[src/logic/pepPkg.sv]
// --------------------------------------
// pepPkg
// Shared widths, specifier constants,
// ALU operation codes and bus structs
// for the Pep/9-style core
// --------------------------------------
`default_nettype none

package pepPkg;

    localparam int DataWidth = 8;
    localparam int AddrWidth = 16;

    // Specifiers at or above this are three bytes long
    localparam logic [DataWidth-1:0] NonUnaryBase = 8'h60;

    // Unary groups, bit 0 selects A or X
    localparam logic [DataWidth-1:0] OpcNot = 8'h18;
    localparam logic [DataWidth-1:0] OpcNeg = 8'h1A;
    localparam logic [DataWidth-1:0] OpcAsl = 8'h1C;
    localparam logic [DataWidth-1:0] OpcAsr = 8'h1E;
    localparam logic [DataWidth-1:0] OpcRol = 8'h20;
    localparam logic [DataWidth-1:0] OpcRor = 8'h22;

    // Non-unary groups, bit 3 is r, bits 2:0 the addressing mode
    localparam logic [DataWidth-1:0] OpcAdd = 8'h60;
    localparam logic [DataWidth-1:0] OpcSub = 8'h70;
    localparam logic [DataWidth-1:0] OpcAnd = 8'h80;
    localparam logic [DataWidth-1:0] OpcOr  = 8'h90;
    localparam logic [DataWidth-1:0] OpcCpw = 8'hA0;
    localparam logic [DataWidth-1:0] OpcLdw = 8'hC0;

    typedef enum logic [3:0] {
        AluPass,    // Operand straight through, used by LDW
        AluAdd,
        AluSub,     // Also CPW
        AluAnd,
        AluOr,
        AluNot,
        AluNeg,
        AluAsl,
        AluAsr,
        AluRol,
        AluRor
    } aluOpT;

    typedef struct packed {
        logic n;
        logic z;
        logic v;
        logic c;
    } statusFlagsT;

    typedef struct packed {
        aluOpT aluOp;
        logic  regSel;     // 0 = A, 1 = X
        logic  writesReg;
        logic  setsFlags;
        logic  nonUnary;
    } decodedOpT;

    typedef struct packed {
        logic [AddrWidth-1:0] paddr;
        logic                 psel;
        logic                 penable;
    } apbReqT;

    typedef struct packed {
        logic [DataWidth-1:0] prdata;
        logic                 pready;
    } apbRspT;

endpackage

`default_nettype wire

[src/logic/pepAlu.sv]
// --------------------------------------
// pepAlu
// 8-bit ALU, result byte and new NZVC
// --------------------------------------
`default_nettype none

module pepAlu
(
    input  pepPkg::aluOpT                op,
    input  logic [pepPkg::DataWidth-1:0] a,
    input  logic [pepPkg::DataWidth-1:0] b,
    output logic [pepPkg::DataWidth-1:0] y,
    output pepPkg::statusFlagsT          flagsOut
);
    import pepPkg::*;

    logic [DataWidth:0] sum;    // Extra bit holds the carry out
    logic               v;
    logic               c;

    always_comb
    begin
        sum = '0;
        y   = a;
        v   = 1'b0;
        c   = 1'b0;
        case (op)
            AluPass:
                y = b;
            AluAdd:
            begin
                sum = {1'b0, a} + {1'b0, b};
                y   = sum[DataWidth-1:0];
                c   = sum[DataWidth];
                v   = (a[7] == b[7]) && (y[7] != a[7]);
            end
            AluSub:
            begin
                // Two's complement subtract, C is carry out, not borrow
                sum = {1'b0, a} + {1'b0, ~b} + 1'b1;
                y   = sum[DataWidth-1:0];
                c   = sum[DataWidth];
                v   = (a[7] != b[7]) && (y[7] != a[7]);
            end
            AluAnd:
                y = a & b;
            AluOr:
                y = a | b;
            AluNot:
                y = ~a;
            AluNeg:
            begin
                y = 8'd0 - a;
                v = (a == 8'h80);   // -128 has no positive twin
            end
            AluAsl:
            begin
                y = {a[6:0], 1'b0};
                c = a[7];
                v = a[7] ^ y[7];
            end
            AluAsr:
            begin
                y = {a[7], a[7:1]};   // Sign bit kept
                c = a[0];
            end
            AluRol:
            begin
                y = {a[6:0], a[7]};
                c = a[7];
            end
            AluRor:
            begin
                y = {a[0], a[7:1]};
                c = a[0];
            end
            default:
                y = a;
        endcase
    end

    assign flagsOut.n = y[7];
    assign flagsOut.z = (y == '0);
    assign flagsOut.v = v;
    assign flagsOut.c = c;

endmodule

`default_nettype wire

[src/logic/pepApbFetch.sv]
// --------------------------------------
// pepApbFetch
// APB read master, one instruction byte
// per fetch request
// --------------------------------------
`default_nettype none

module pepApbFetch
(
    input  logic                         Sysclk,
    input  logic                         resetbar,
    input  logic                         fetchStart,
    input  logic [pepPkg::AddrWidth-1:0] fetchAddr,
    output logic                         byteValid,
    output logic [pepPkg::DataWidth-1:0] fetchByte,
    output pepPkg::apbReqT               apbReq,
    input  pepPkg::apbRspT               apbRsp
);
    import pepPkg::*;

    typedef enum logic [1:0] {ApbIdle, ApbSetup, ApbAccess} apbStateT;

    apbStateT             state;
    logic [AddrWidth-1:0] addr;

    always_ff @(posedge Sysclk)
    begin
        if (!resetbar)
            state <= ApbIdle;
        else
            case (state)
                ApbIdle:   if (fetchStart) state <= ApbSetup;
                ApbSetup:  state <= ApbAccess;
                ApbAccess: if (apbRsp.pready) state <= ApbIdle;  // Wait states hold here
                default:   state <= ApbIdle;
            endcase
    end

    always_ff @(posedge Sysclk)
    begin
        if (state == ApbIdle && fetchStart)
            addr <= fetchAddr;
    end

    assign apbReq.paddr   = addr;
    assign apbReq.psel    = (state != ApbIdle);
    assign apbReq.penable = (state == ApbAccess);

    // Transfer ends on the edge where penable and pready are both high
    assign byteValid = (state == ApbAccess) && apbRsp.pready;
    assign fetchByte = apbRsp.prdata;

endmodule

`default_nettype wire

[src/logic/pepCpuTop.sv]
// --------------------------------------
// pepCpuTop
// Pep/9-style core: sequencer, APB
// instruction fetch, decoder and the
// execute/store datapath
// --------------------------------------
`default_nettype none

module pepCpuTop
(
    input  logic                         Sysclk,
    input  logic                         resetbar,
    output pepPkg::apbReqT               apbReq,
    input  pepPkg::apbRspT               apbRsp,
    output logic [pepPkg::DataWidth-1:0] result,
    output pepPkg::statusFlagsT          flags,
    output logic                         instrDone
);
    import pepPkg::*;

    logic                 fetchStart;
    logic [AddrWidth-1:0] fetchAddr;
    logic                 byteValid;
    logic [DataWidth-1:0] fetchByte;
    logic [DataWidth-1:0] specifier;
    logic [DataWidth-1:0] operand;
    decodedOpT            decoded;
    logic                 execEn;
    logic                 storeEn;

    pepSequencer seq_i (
        .Sysclk     (Sysclk),
        .resetbar   (resetbar),
        .fetchStart (fetchStart),
        .fetchAddr  (fetchAddr),
        .byteValid  (byteValid),
        .fetchByte  (fetchByte),
        .specifier  (specifier),
        .operand    (operand),
        .decoded    (decoded),
        .execEn     (execEn),
        .storeEn    (storeEn),
        .instrDone  (instrDone)
    );

    pepApbFetch fetch_i (
        .Sysclk     (Sysclk),
        .resetbar   (resetbar),
        .fetchStart (fetchStart),
        .fetchAddr  (fetchAddr),
        .byteValid  (byteValid),
        .fetchByte  (fetchByte),
        .apbReq     (apbReq),
        .apbRsp     (apbRsp)
    );

    pepDecoder dec_i (
        .specifier (specifier),
        .decoded   (decoded)
    );

    pepExecStore exec_i (
        .Sysclk   (Sysclk),
        .resetbar (resetbar),
        .execEn   (execEn),
        .storeEn  (storeEn),
        .decoded  (decoded),
        .operand  (operand),
        .result   (result),
        .flags    (flags)
    );

endmodule

`default_nettype wire

[src/logic/pepDecoder.sv]
// --------------------------------------
// pepDecoder
// Specifier to ALU operation, register
// select, write/flag enables and length
// --------------------------------------
`default_nettype none

module pepDecoder
(
    input  logic [pepPkg::DataWidth-1:0] specifier,
    output pepPkg::decodedOpT            decoded
);
    import pepPkg::*;

    logic [DataWidth-1:0] unaryGroup;
    logic [DataWidth-1:0] nonUnaryGroup;
    logic                 isImmediate;
    logic                 known;
    logic                 isCompare;

    assign unaryGroup    = {specifier[7:1], 1'b0};
    assign nonUnaryGroup = {specifier[7:4], 4'b0000};
    assign isImmediate   = (specifier[2:0] == 3'b000);

    always_comb
    begin
        known     = 1'b1;
        isCompare = 1'b0;
        decoded   = '0;
        decoded.aluOp    = AluPass;
        decoded.nonUnary = (specifier >= NonUnaryBase);

        if (decoded.nonUnary)
        begin
            decoded.regSel = specifier[3];
            case (nonUnaryGroup)
                OpcAdd: decoded.aluOp = AluAdd;
                OpcSub: decoded.aluOp = AluSub;
                OpcAnd: decoded.aluOp = AluAnd;
                OpcOr:  decoded.aluOp = AluOr;
                OpcLdw: decoded.aluOp = AluPass;
                OpcCpw:
                begin
                    decoded.aluOp = AluSub;
                    isCompare     = 1'b1;   // Flags only, register kept
                end
                default: known = 1'b0;
            endcase
            if (!isImmediate)
                known = 1'b0;   // Only immediate mode is supported
        end
        else
        begin
            decoded.regSel = specifier[0];
            case (unaryGroup)
                OpcNot:  decoded.aluOp = AluNot;
                OpcNeg:  decoded.aluOp = AluNeg;
                OpcAsl:  decoded.aluOp = AluAsl;
                OpcAsr:  decoded.aluOp = AluAsr;
                OpcRol:  decoded.aluOp = AluRol;
                OpcRor:  decoded.aluOp = AluRor;
                default: known = 1'b0;
            endcase
        end

        // Unknown specifiers still complete but change nothing
        decoded.writesReg = known && !isCompare;
        decoded.setsFlags = known;
    end

endmodule

`default_nettype wire

[src/logic/pepExecStore.sv]
// --------------------------------------
// pepExecStore
// A and X, status flags, ALU capture in
// execute and write back in store
// --------------------------------------
`default_nettype none

module pepExecStore
(
    input  logic                         Sysclk,
    input  logic                         resetbar,
    input  logic                         execEn,
    input  logic                         storeEn,
    input  pepPkg::decodedOpT            decoded,
    input  logic [pepPkg::DataWidth-1:0] operand,
    output logic [pepPkg::DataWidth-1:0] result,
    output pepPkg::statusFlagsT          flags
);
    import pepPkg::*;

    logic [DataWidth-1:0] regA;
    logic [DataWidth-1:0] regX;
    logic [DataWidth-1:0] aluIn;
    logic [DataWidth-1:0] aluY;
    statusFlagsT          aluFlags;
    logic [DataWidth-1:0] yHold;      // ALU output held from execute to store
    statusFlagsT          flagsHold;

    assign aluIn = decoded.regSel ? regX : regA;

    pepAlu alu_i (
        .op       (decoded.aluOp),
        .a        (aluIn),
        .b        (operand),
        .y        (aluY),
        .flagsOut (aluFlags)
    );

    always_ff @(posedge Sysclk)
    begin
        if (execEn)
        begin
            yHold     <= aluY;
            flagsHold <= aluFlags;
        end
    end

    always_ff @(posedge Sysclk)
    begin
        if (!resetbar)
        begin
            regA   <= '0;
            regX   <= '0;
            result <= '0;
            flags  <= '0;
        end
        else if (storeEn)
        begin
            if (decoded.writesReg && decoded.regSel)
                regX <= yHold;
            if (decoded.writesReg && !decoded.regSel)
                regA <= yHold;
            if (decoded.setsFlags)
            begin
                flags  <= flagsHold;
                result <= yHold;   // CPW reports its difference here
            end
        end
    end

endmodule

`default_nettype wire

[src/logic/pepSequencer.sv]
// --------------------------------------
// pepSequencer
// Fetch, decode, execute and store
// phases, program counter and capture
// of the specifier and operand bytes
// --------------------------------------
`default_nettype none

module pepSequencer
(
    input  logic                         Sysclk,
    input  logic                         resetbar,
    output logic                         fetchStart,
    output logic [pepPkg::AddrWidth-1:0] fetchAddr,
    input  logic                         byteValid,
    input  logic [pepPkg::DataWidth-1:0] fetchByte,
    output logic [pepPkg::DataWidth-1:0] specifier,
    output logic [pepPkg::DataWidth-1:0] operand,
    input  pepPkg::decodedOpT            decoded,
    output logic                         execEn,
    output logic                         storeEn,
    output logic                         instrDone
);
    import pepPkg::*;

    typedef enum logic [2:0] {
        SeqBoot,    // One cycle after reset to launch the first fetch
        SeqFetch,
        SeqDecode,
        SeqExecute,
        SeqStore
    } seqStateT;

    seqStateT             state;
    logic [AddrWidth-1:0] pc;
    logic [1:0]           byteCnt;   // Bytes received for this instruction

    assign fetchAddr = pc;
    assign execEn    = (state == SeqExecute);
    assign storeEn   = (state == SeqStore);

    always_ff @(posedge Sysclk)
    begin
        if (!resetbar)
        begin
            state      <= SeqBoot;
            pc         <= '0;
            byteCnt    <= '0;
            fetchStart <= 1'b0;
            instrDone  <= 1'b0;
        end
        else
        begin
            fetchStart <= 1'b0;
            instrDone  <= 1'b0;
            case (state)
                SeqBoot:
                begin
                    fetchStart <= 1'b1;
                    state      <= SeqFetch;
                end
                SeqFetch:
                    if (byteValid)
                    begin
                        pc      <= pc + 1'b1;   // Wraps at 16 bits
                        byteCnt <= byteCnt + 1'b1;
                        if (byteCnt == 2'd1)
                            fetchStart <= 1'b1; // Middle byte dropped, fetch operand
                        else
                            state <= SeqDecode;
                    end
                SeqDecode:
                    // Length is known only once the specifier sits in its register
                    if (decoded.nonUnary && byteCnt == 2'd1)
                    begin
                        fetchStart <= 1'b1;
                        state      <= SeqFetch;
                    end
                    else
                    begin
                        state <= SeqExecute;
                    end
                SeqExecute:
                    state <= SeqStore;
                SeqStore:
                begin
                    byteCnt    <= '0;
                    instrDone  <= 1'b1;
                    fetchStart <= 1'b1;   // Next instruction starts with the done pulse
                    state      <= SeqFetch;
                end
                default:
                    state <= SeqBoot;
            endcase
        end
    end

    // Byte 0 is the specifier, byte 2 the immediate operand
    always_ff @(posedge Sysclk)
    begin
        if (state == SeqFetch && byteValid)
        begin
            if (byteCnt == 2'd0)
                specifier <= fetchByte;
            if (byteCnt == 2'd2)
                operand <= fetchByte;
        end
    end

endmodule

`default_nettype wire
[config.mk]
export PLATFORM = sky130hd
export DESIGN_NAME = pepCpuTop
export DESIGN_NICKNAME = d
export VERILOG_FILES = /design/src/logic/pepPkg.sv /design/src/logic/pepAlu.sv /design/src/logic/pepApbFetch.sv /design/src/logic/pepCpuTop.sv /design/src/logic/pepDecoder.sv /design/src/logic/pepExecStore.sv /design/src/logic/pepSequencer.sv
export SDC_FILE = /design/constraint.sdc
export NUM_CORES = 1
export LEC_CHECK = 0
export BUFFER_PORTS_ARGS = -buffer_cell sky130_fd_sc_hd__buf_4
export CAP_MARGIN = 0
export CORE_MARGIN = 5
export CORE_UTILIZATION = 35
export CTS_CLUSTER_SIZE = 12
export DETAILED_ROUTE_END_ITERATION = 7
export PLACE_DENSITY_LB_ADDON = 0.3
export RECOVER_POWER = 50
export SLEW_MARGIN = 10
export SYNTH_ARGS = -nofsm -noshare
export SYNTH_HDL_FRONTEND = slang
export SYNTH_SLANG_ARGS = --single-unit
[constraint.sdc]
create_clock -name Sysclk -period 3.3 [get_ports Sysclk]
set_input_delay 0.66 -clock Sysclk [delete_from_list [all_inputs] [get_ports Sysclk]]
set_output_delay 0.66 -clock Sysclk [all_outputs]
set_load 0.005 [all_outputs]
==> results of run 1 <==
worst min path at each step:
| stage | start | end | slack [ps] | cells after the start |
|---|---|---|---|---|
| 2_1_floorplan | seq_i.fetchAddr[15] | fetch_i.addr[15] | 420 | 0 |
| 3_5_place_dp | seq_i.fetchAddr[8] | fetch_i.addr[8] | 460 | 0 |
| 5_1_grt | seq_i.fetchAddr[15] | fetch_i.addr[15] | 500 | 0 |
| 4_1_cts | apbRsp[3] | seq_i.specifier[2] | 480 | 1 |
| 3_3_place_gp | seq_i.fetchAddr[15] | fetch_i.addr[15] | 440 | 0 |
| 6_report | seq_i.fetchAddr[15] | fetch_i.addr[15] | 480 | 0 |
what timing repair did:
action / 4_1_cts / 5_1_grt
buffers inserted: 10 / 8
setup endpoints to repair: 6 / 8
pin swaps: 7 / 12
resized for setup: 28 / 46
registers in the layout (all words and copies together) (netlist names):
name and cells:
fetch_i.state 2, exec_i.flags 4, seq_i.byteCnt 2, seq_i.state 3
exec_i.regA 8, seq_i.specifier 8, seq_i.operand 8, exec_i.result 7
exec_i.yHold 7, seq_i.instrDone 1, seq_i.fetchStart 1, fetch_i.addr 16
seq_i.fetchAddr 16, exec_i.regX 8, exec_i.flagsHold 4
metrics by stage:
| step | utilization | instances | setup slack (ps) |
|---|---|---|---|
| after floorplan | - | 564 | -56.4 |
| after global placement | 0.423 | 874 | -227 |
| after detailed placement | 0.423 | 874 | -312 |
| after CTS | 0.457 | 900 | -139 |
| after global routing | 0.473 | 906 | -271 |
| final | 0.473 | 906 | -155 |
area by class of cell:
cell class / count / area [µm²] / share of cell area
inverters: 31 / 119 / 0.0159
multi-input cells: 414 / 3380 / 0.454
well taps: 216 / 270 / 0.0362
clock inverters: 7 / 97.6 / 0.0131
repair buffers: 134 / 1030 / 0.138
flip-flops and latches: 95 / 2330 / 0.313
clock buffers: 9 / 225 / 0.0302
routing by layer:
metal	wire, µm	vias up
met5	0	-
met4	422	0
met3	1210	28
met2	7630	157
met1	7160	2304
li1	-	2293
power by group through the flow:
stage               clock network [mW]  logic [mW]  registers (mW)
floorplan                            0      0.0346            1.27
global placement                     0      0.0745            1.27
detailed placement                   0      0.0760            1.27
CTS                               1.15      0.0792            1.24
global route                      1.19      0.0834            1.24
finish                            1.11      0.0761            1.24
synth_stat cells (6+ instances only):
cell type / instances
nand3_1: 10
and3_1: 8
dfxtp_1: 52
o21ai_0: 16
nand4_1: 8
xnor2_1: 21
nor2_1: 35
nand2_1: 41
nor2b_1: 35
a21oi_1: 18
edfxtp_1: 43
nor3_1: 13
clkbuf_1: 15
o211ai_1: 6
and2_1: 22
inv_1: 27
mux2i_1: 36
or3_1: 6
ha_1: 26
kinds of logic after synthesis:
group | count (synthesis) | share of synthesized area
XOR/XNOR | 27 | 0.0438
AND/OR/NAND/NOR | 208 | 0.205
adder cells (fa/ha/maj) | 28 | 0.0656
AO/OA/AOI/OAI | 109 | 0.144
flip-flops | 95 | 0.419
multiplexers | 42 | 0.0818
buffers and inverters | 55 | 0.0413
==> metrics.md, run 1 <==
| Metric | Value |
|---|---|
| Async S/R FF share, synth | 0 |
| Row Count | 46 |
| Via count | 4782 |
| Main synth FF type | dfxtp_1 |
| Met2 GRT Util | 0.285 |
| Final instance area | 0.00746 mm² |
| Top cell by count, worst path | inv_2 |
| Ys Warns | 0 |
| H-tree depth | 3 |
| Mean Syn Cell Area | 9.88 µm² |
| Fmax | 289 MHz |
| Fillers | 1509 |
| Failing checks | capacitance limit, slew limit, setup timing |
| Sum Neg Setup Slack | -214 ps |
| # hold bufs at CTS | 0 |
| Initial antenna violation count | 0 |
| MaxCap Viol Count | 1 |
| Area share of the largest cell type after synthesis | 0.232 |
| Reg power frac | 0.511 |
| Clock buffer depth | 2 |
| Clock Power Share | 0.458 |
| CP Class | flip-flop to flip-flop |
| Met1 Track Usage GR | 0.230 |
| Clock Tree Root | clkbuf_16 |
| TritonCTS clock tree | yes |
| Hold slack | 478 ps |
| Skew-Pair Late Insertion Delay | 350 ps |
| Diodes inserted | 0 |
| Syn Nets | 603 |
| DR vias/cell | 5.28 |
| CP arrival | 3640 ps |
| Pwr Total | 2.43 mW |
| CP Data Required Time | 3480 ps |
| Comb pwr share | 0.031 |
| Share of layout cells above drive strength 1 | 0.307 |
| Clk_skew | 10.6 ps |
| Slowest stage delay, CP | 440 ps |
| FF-to-FF path depth | 14 |
| Post-synthesis register bit count | 95 |
| Most crowded layer after global routing | met2 |
| Area contributors post-synth | edfxtp_1, dfxtp_1, mux2i_1 |
| Seq/Total Area, Yosys | 0.419 |
| Final slew viol count | 52 |
| Element type at the critical path start | flip-flop |
| Final period utilization | 1.05 |
| Library cells used by synthesis | 76 |
| Die width | 136 µm |
| Placed cell area | 0.00667 mm² |
| EDFF count, synth | 43 |
| Gr usage total | 0.179 |
| R2r setup slk | -160 ps |
| Most frequent cells in the layout | buf_4, dfxtp_1, edfxtp_1, nand2_1, nor2b_1 |
| Die extent in y | 136 µm |
| Cell area power density | 326 mW/mm² |
| TritonCTS Sinks | 95 |
| Max VDD drop | 0.296 mV |
| Net Sw Frac | 0.223 |
| Largest area contributor in the netlist | edfxtp_1 |
| Io pins | 42 |
| CP bufs+invs | 3 |
| CTS Buf Count | 9 |
| Routed wire length per instance | 18.1 µm |
| Number of global-route vias before repair | 4741 |
| Slowest-stage cell, CP | edfxtp_1 |
| Die area | 0.0185 mm² |
| Final HPWL DP | 12600 µm |
| Worst r2r src | seq_i.specifier[6] |
| Worst setup path end | exec_i.flagsHold[2] |
| Mapped Area | 0.00557 mm² |
| CP max FO | 4 |
| Status | finished with violations |
| Initial Util | 0.353 |
| FF-to-FF End | exec_i.flagsHold[2] |
| P_sw | 544 µW |
| Final Setup Violations | 3 |
| Clk pin slew, worst setup/hold paths | 80 ps |
| Worst Tran Pin Value | 1730 ps |
| Slew HR | -0.153 |
| Final wirelength | 16400 µm |
| Number of remaining DRC errors | 0 |
| Mapped Cells | 564 |
| Commonest non-fill, non-tap cell in the layout | buf_4 |
| GRT overflow | 0 |
| NumNets Final | 724 |
| DRT Pass-1 Iters | 5 |
| Fin. Hold Viols | 0 |
| Largest net degree at the start of global routing | 52 |
| Port-buffer cells | 41 |
| CP Capture Type | flip-flop |
| RSZ-0062 raised after global routing | true |
| Hold Crit Class | flip-flop to flip-flop |
| Leakage | 2.89 nW |
| CORE AREA | 0.0158 mm² |
| Global Route met3 Usage | 0.0529 |
| Tmin final | 3460 ps |
| Antenna-violating nets left | 0 |
| DR iter-0 viols | 336 |
| Setup ws final | -155 ps |
| Global-route wire length before repair | 25600 µm |
| P_int | 1.89 mW |
| CP top delay family | compound AO/OA/AOI/OAI gates |
| Area delta synth->final | 33.8% |
| Worst Setup SP | seq_i.specifier[6] |
| Gp weighted congestion | 0.975 |
| Cell depth of the worst setup path | 14 |
| Critical Path, Cell by Cell | buf_4, a21oi_4, o221ai_2, a21boi_4, inv_2, ha_4, inv_2, fa_2, a221o_1, a222oi_1, nand4_1, or3_4, nor3_4, nor4b_4 |
(Power assumes the default switching activity.)
==> inputs of run 2 (changes only) <==
--- a/config.mk
+++ b/config.mk
@@ -7,10 +7,13 @@
 export LEC_CHECK = 0
 export BUFFER_PORTS_ARGS = -buffer_cell sky130_fd_sc_hd__buf_4
 export CAP_MARGIN = 0
+export CELL_PAD_IN_SITES_DETAIL_PLACEMENT = 0
+export CELL_PAD_IN_SITES_GLOBAL_PLACEMENT = 1
 export CORE_MARGIN = 5
 export CORE_UTILIZATION = 35
 export CTS_CLUSTER_SIZE = 12
 export DETAILED_ROUTE_END_ITERATION = 7
+export GPL_TIMING_DRIVEN = 0
 export PLACE_DENSITY_LB_ADDON = 0.3
 export RECOVER_POWER = 50
 export SLEW_MARGIN = 10
==> metrics.md, run 2 (synthesized netlist as in run 1, its figures left out) <==
| Metric | Value |
|---|---|
| Status | finished with violations |
| Failing checks | setup timing |
| Tmin final | 3650 ps |
| Clock Tree Root | clkbuf_16 |
| Gp weighted congestion | 0.940 |
| Skew-Pair Late Insertion Delay | 340 ps |
| Hold Crit Class | flip-flop to flip-flop |
| Initial Util | 0.353 |
| P_sw | 520 µW |
| NumNets Final | 695 |
| Die extent in y | 136 µm |
| TritonCTS clock tree | yes |
| Top sig layer | met4 |
| GRT overflow | 0 |
| CTS Buf Count | 9 |
| Clock Power Share | 0.441 |
| Final period utilization | 1.11 |
| P_int | 1.84 mW |
| Global-route wire length before repair | 25200 µm |
| Leakage | 2.70 nW |
| DP Cell Count | 821 |
| Share of layout cells above drive strength 1 | 0.257 |
| Row Count | 46 |
| Most frequent cells in the layout | dfxtp_1, edfxtp_1, buf_4, nand2_1, nor2b_1 |
| Element type at the critical path start | flip-flop |
| Port-buffer cells | 41 |
| Reg power frac | 0.526 |
| Routed wl met3 | 656 µm |
| CP Class | flip-flop to flip-flop |
| Final slew viol count | 0 |
| Routed wire length per instance | 18.2 µm |
| Via count | 4645 |
| Number of remaining DRC errors | 0 |
| TritonCTS Sinks | 95 |
| # hold bufs at CTS | 0 |
| Commonest non-fill, non-tap cell in the layout | dfxtp_1 |
| H-tree depth | 3 |
| FF/Latch Area | 0.00233 mm² |
| CP Capture Type | flip-flop |
| Final Setup Violations | 6 |
| Worst hold stages | 0 |
| Die area | 0.0185 mm² |
| CP bufs+invs | 6 |
| DRT Pass-1 Iters | 5 |
| Slew HR | 0.225 |
| Setup ws final | -353 ps |
| DR vias/cell | 5.30 |
| Final wirelength | 16000 µm |
| Fmax | 274 MHz |
| Post-route insts no fill | 877 |
| Slowest-stage cell, CP | edfxtp_1 |
| Core Util, Final | 0.454 |
| Antenna-violating nets left | 0 |
| Area delta synth->final | 28.5% |
| Io pins | 42 |
| Worst Tran Pin Value | 1160 ps |
| Number of global-route vias before repair | 4640 |
| Fin. Hold Viols | 0 |
| Cell depth of the worst setup path | 19 |
| RSZ-0062 raised after global routing | true |
| CP arrival | 3830 ps |
| Clock buffer depth | 2 |
| Pwr Total | 2.36 mW |
| Place WS | -842 ps |
| Wire length on met2 | 7450 µm |
| Clk pin slew, worst setup/hold paths | 70 ps |
| MaxCap Viol Count | 0 |
| Area of the multi-input gates | 0.00337 mm² |
| FF-to-FF path depth | 19 |
| DR iter-0 viols | 391 |
| Final instance area | 0.00716 mm² |
| Critical Path, Cell by Cell | buf_6, a21oi_4, buf_6, o22ai_4, buf_8, a21boi_4, inv_2, ha_4, inv_2, fa_2, buf_4, o21bai_1, a21oi_2, xnor2_1, nor2_1, a311o_1, or3_4, nor3_4, nor4b_4 |
| Max VDD drop | 0.266 mV |
| Diodes inserted | 0 |
| Die width | 136 µm |
| Hold slack | 455 ps |
| Initial antenna violation count | 0 |
| M1 WL | 7500 µm |
| Cell area power density | 330 mW/mm² |
| Gr usage total | 0.175 |
| Fillers | 1542 |
| Placed cell area | 0.00620 mm² |
| CP max FO | 4 |
| Clk_skew | 7.90 ps |
| Slowest stage delay, CP | 450 ps |
| CORE AREA | 0.0158 mm² |
| Largest net degree at the start of global routing | 18 |
| CP top delay family | compound AO/OA/AOI/OAI gates |
| CP Data Required Time | 3480 ps |
| Comb pwr share | 0.032 |
| Net Sw Frac | 0.220 |
| Final HPWL DP | 11800 µm |
| Sum Neg Setup Slack | -993 ps |
| R2r setup slk | -350 ps |
-- run 2: cell types whose count changed in the layout (fill, tap and decap cells not counted), moves of 2 or more --
cell,before,now
buf_2,0,4
buf_4,96,41
inv_2,7,4
inv_8,4,1
and2_1,18,20
clkbuf_4,21,34
clkbuf_1,7,16
and2_0,3,1
-- run 2: final timing paths --
check                                            to                 from
worst max register to register  exec_i.flagsHold[2]   seq_i.specifier[5]
worst min register to register     fetch_i.addr[15]  seq_i.fetchAddr[15]
worst max-delay path            exec_i.flagsHold[2]   seq_i.specifier[5]
worst min-delay path               fetch_i.addr[15]  seq_i.fetchAddr[15]
-- run 2: layout make-up --
| type | count | area share |
|---|---|---|
| Timing Repair Buffer | 83 | 0.0891 |
| Clock inverter | 6 | 0.00734 |
| Inverter | 31 | 0.0176 |
| Multi-Input combinational cell | 414 | 0.471 |
| Sequential cell | 95 | 0.326 |
| Clock buffer | 10 | 0.0349 |
| Buffer | 22 | 0.0164 |
| Tap cell | 216 | 0.0377 |
-- run 2: power groups by stage --
stage	Sequential, mW	Clock, mW	Combinational [mW]
CTS	1.24	1.06	0.0790
global placement	1.27	0	0.0725
global route	1.24	1.12	0.0834
detailed placement	1.27	0	0.0742
floorplan	1.27	0	0.0346
finish	1.24	1.04	0.0761
-- run 2: per-layer routing --
layer / global-route usage / vias up
met2: 0.287 / 109
met1: 0.236 / 2281
met4: 0.0594 / 0
met3: 0.0281 / 30
met5: 0 / -
li1: - / 2225
-- run 2: worst reg2reg max path: cells and delay by family (launching register included) --
| family | cells | cell delay, ps |
|---|---|---|
| AO/OA/AOI/OAI | 6 | 890 |
| AND/OR/NAND/NOR | 4 | 870 |
| buffers and inverters | 6 | 670 |
| adder cells (fa/ha/maj) | 2 | 490 |
| flip-flops | 1 | 450 |
| XOR/XNOR | 1 | 140 |
-- run 2: what timing repair did --
item,in CTS,in global routing
buffers inserted,37,9
cloned,0,0
pin swaps,22,23
hold endpoints to repair,0,0
setup endpoints to repair,8,23
gates resized for setup,55,23
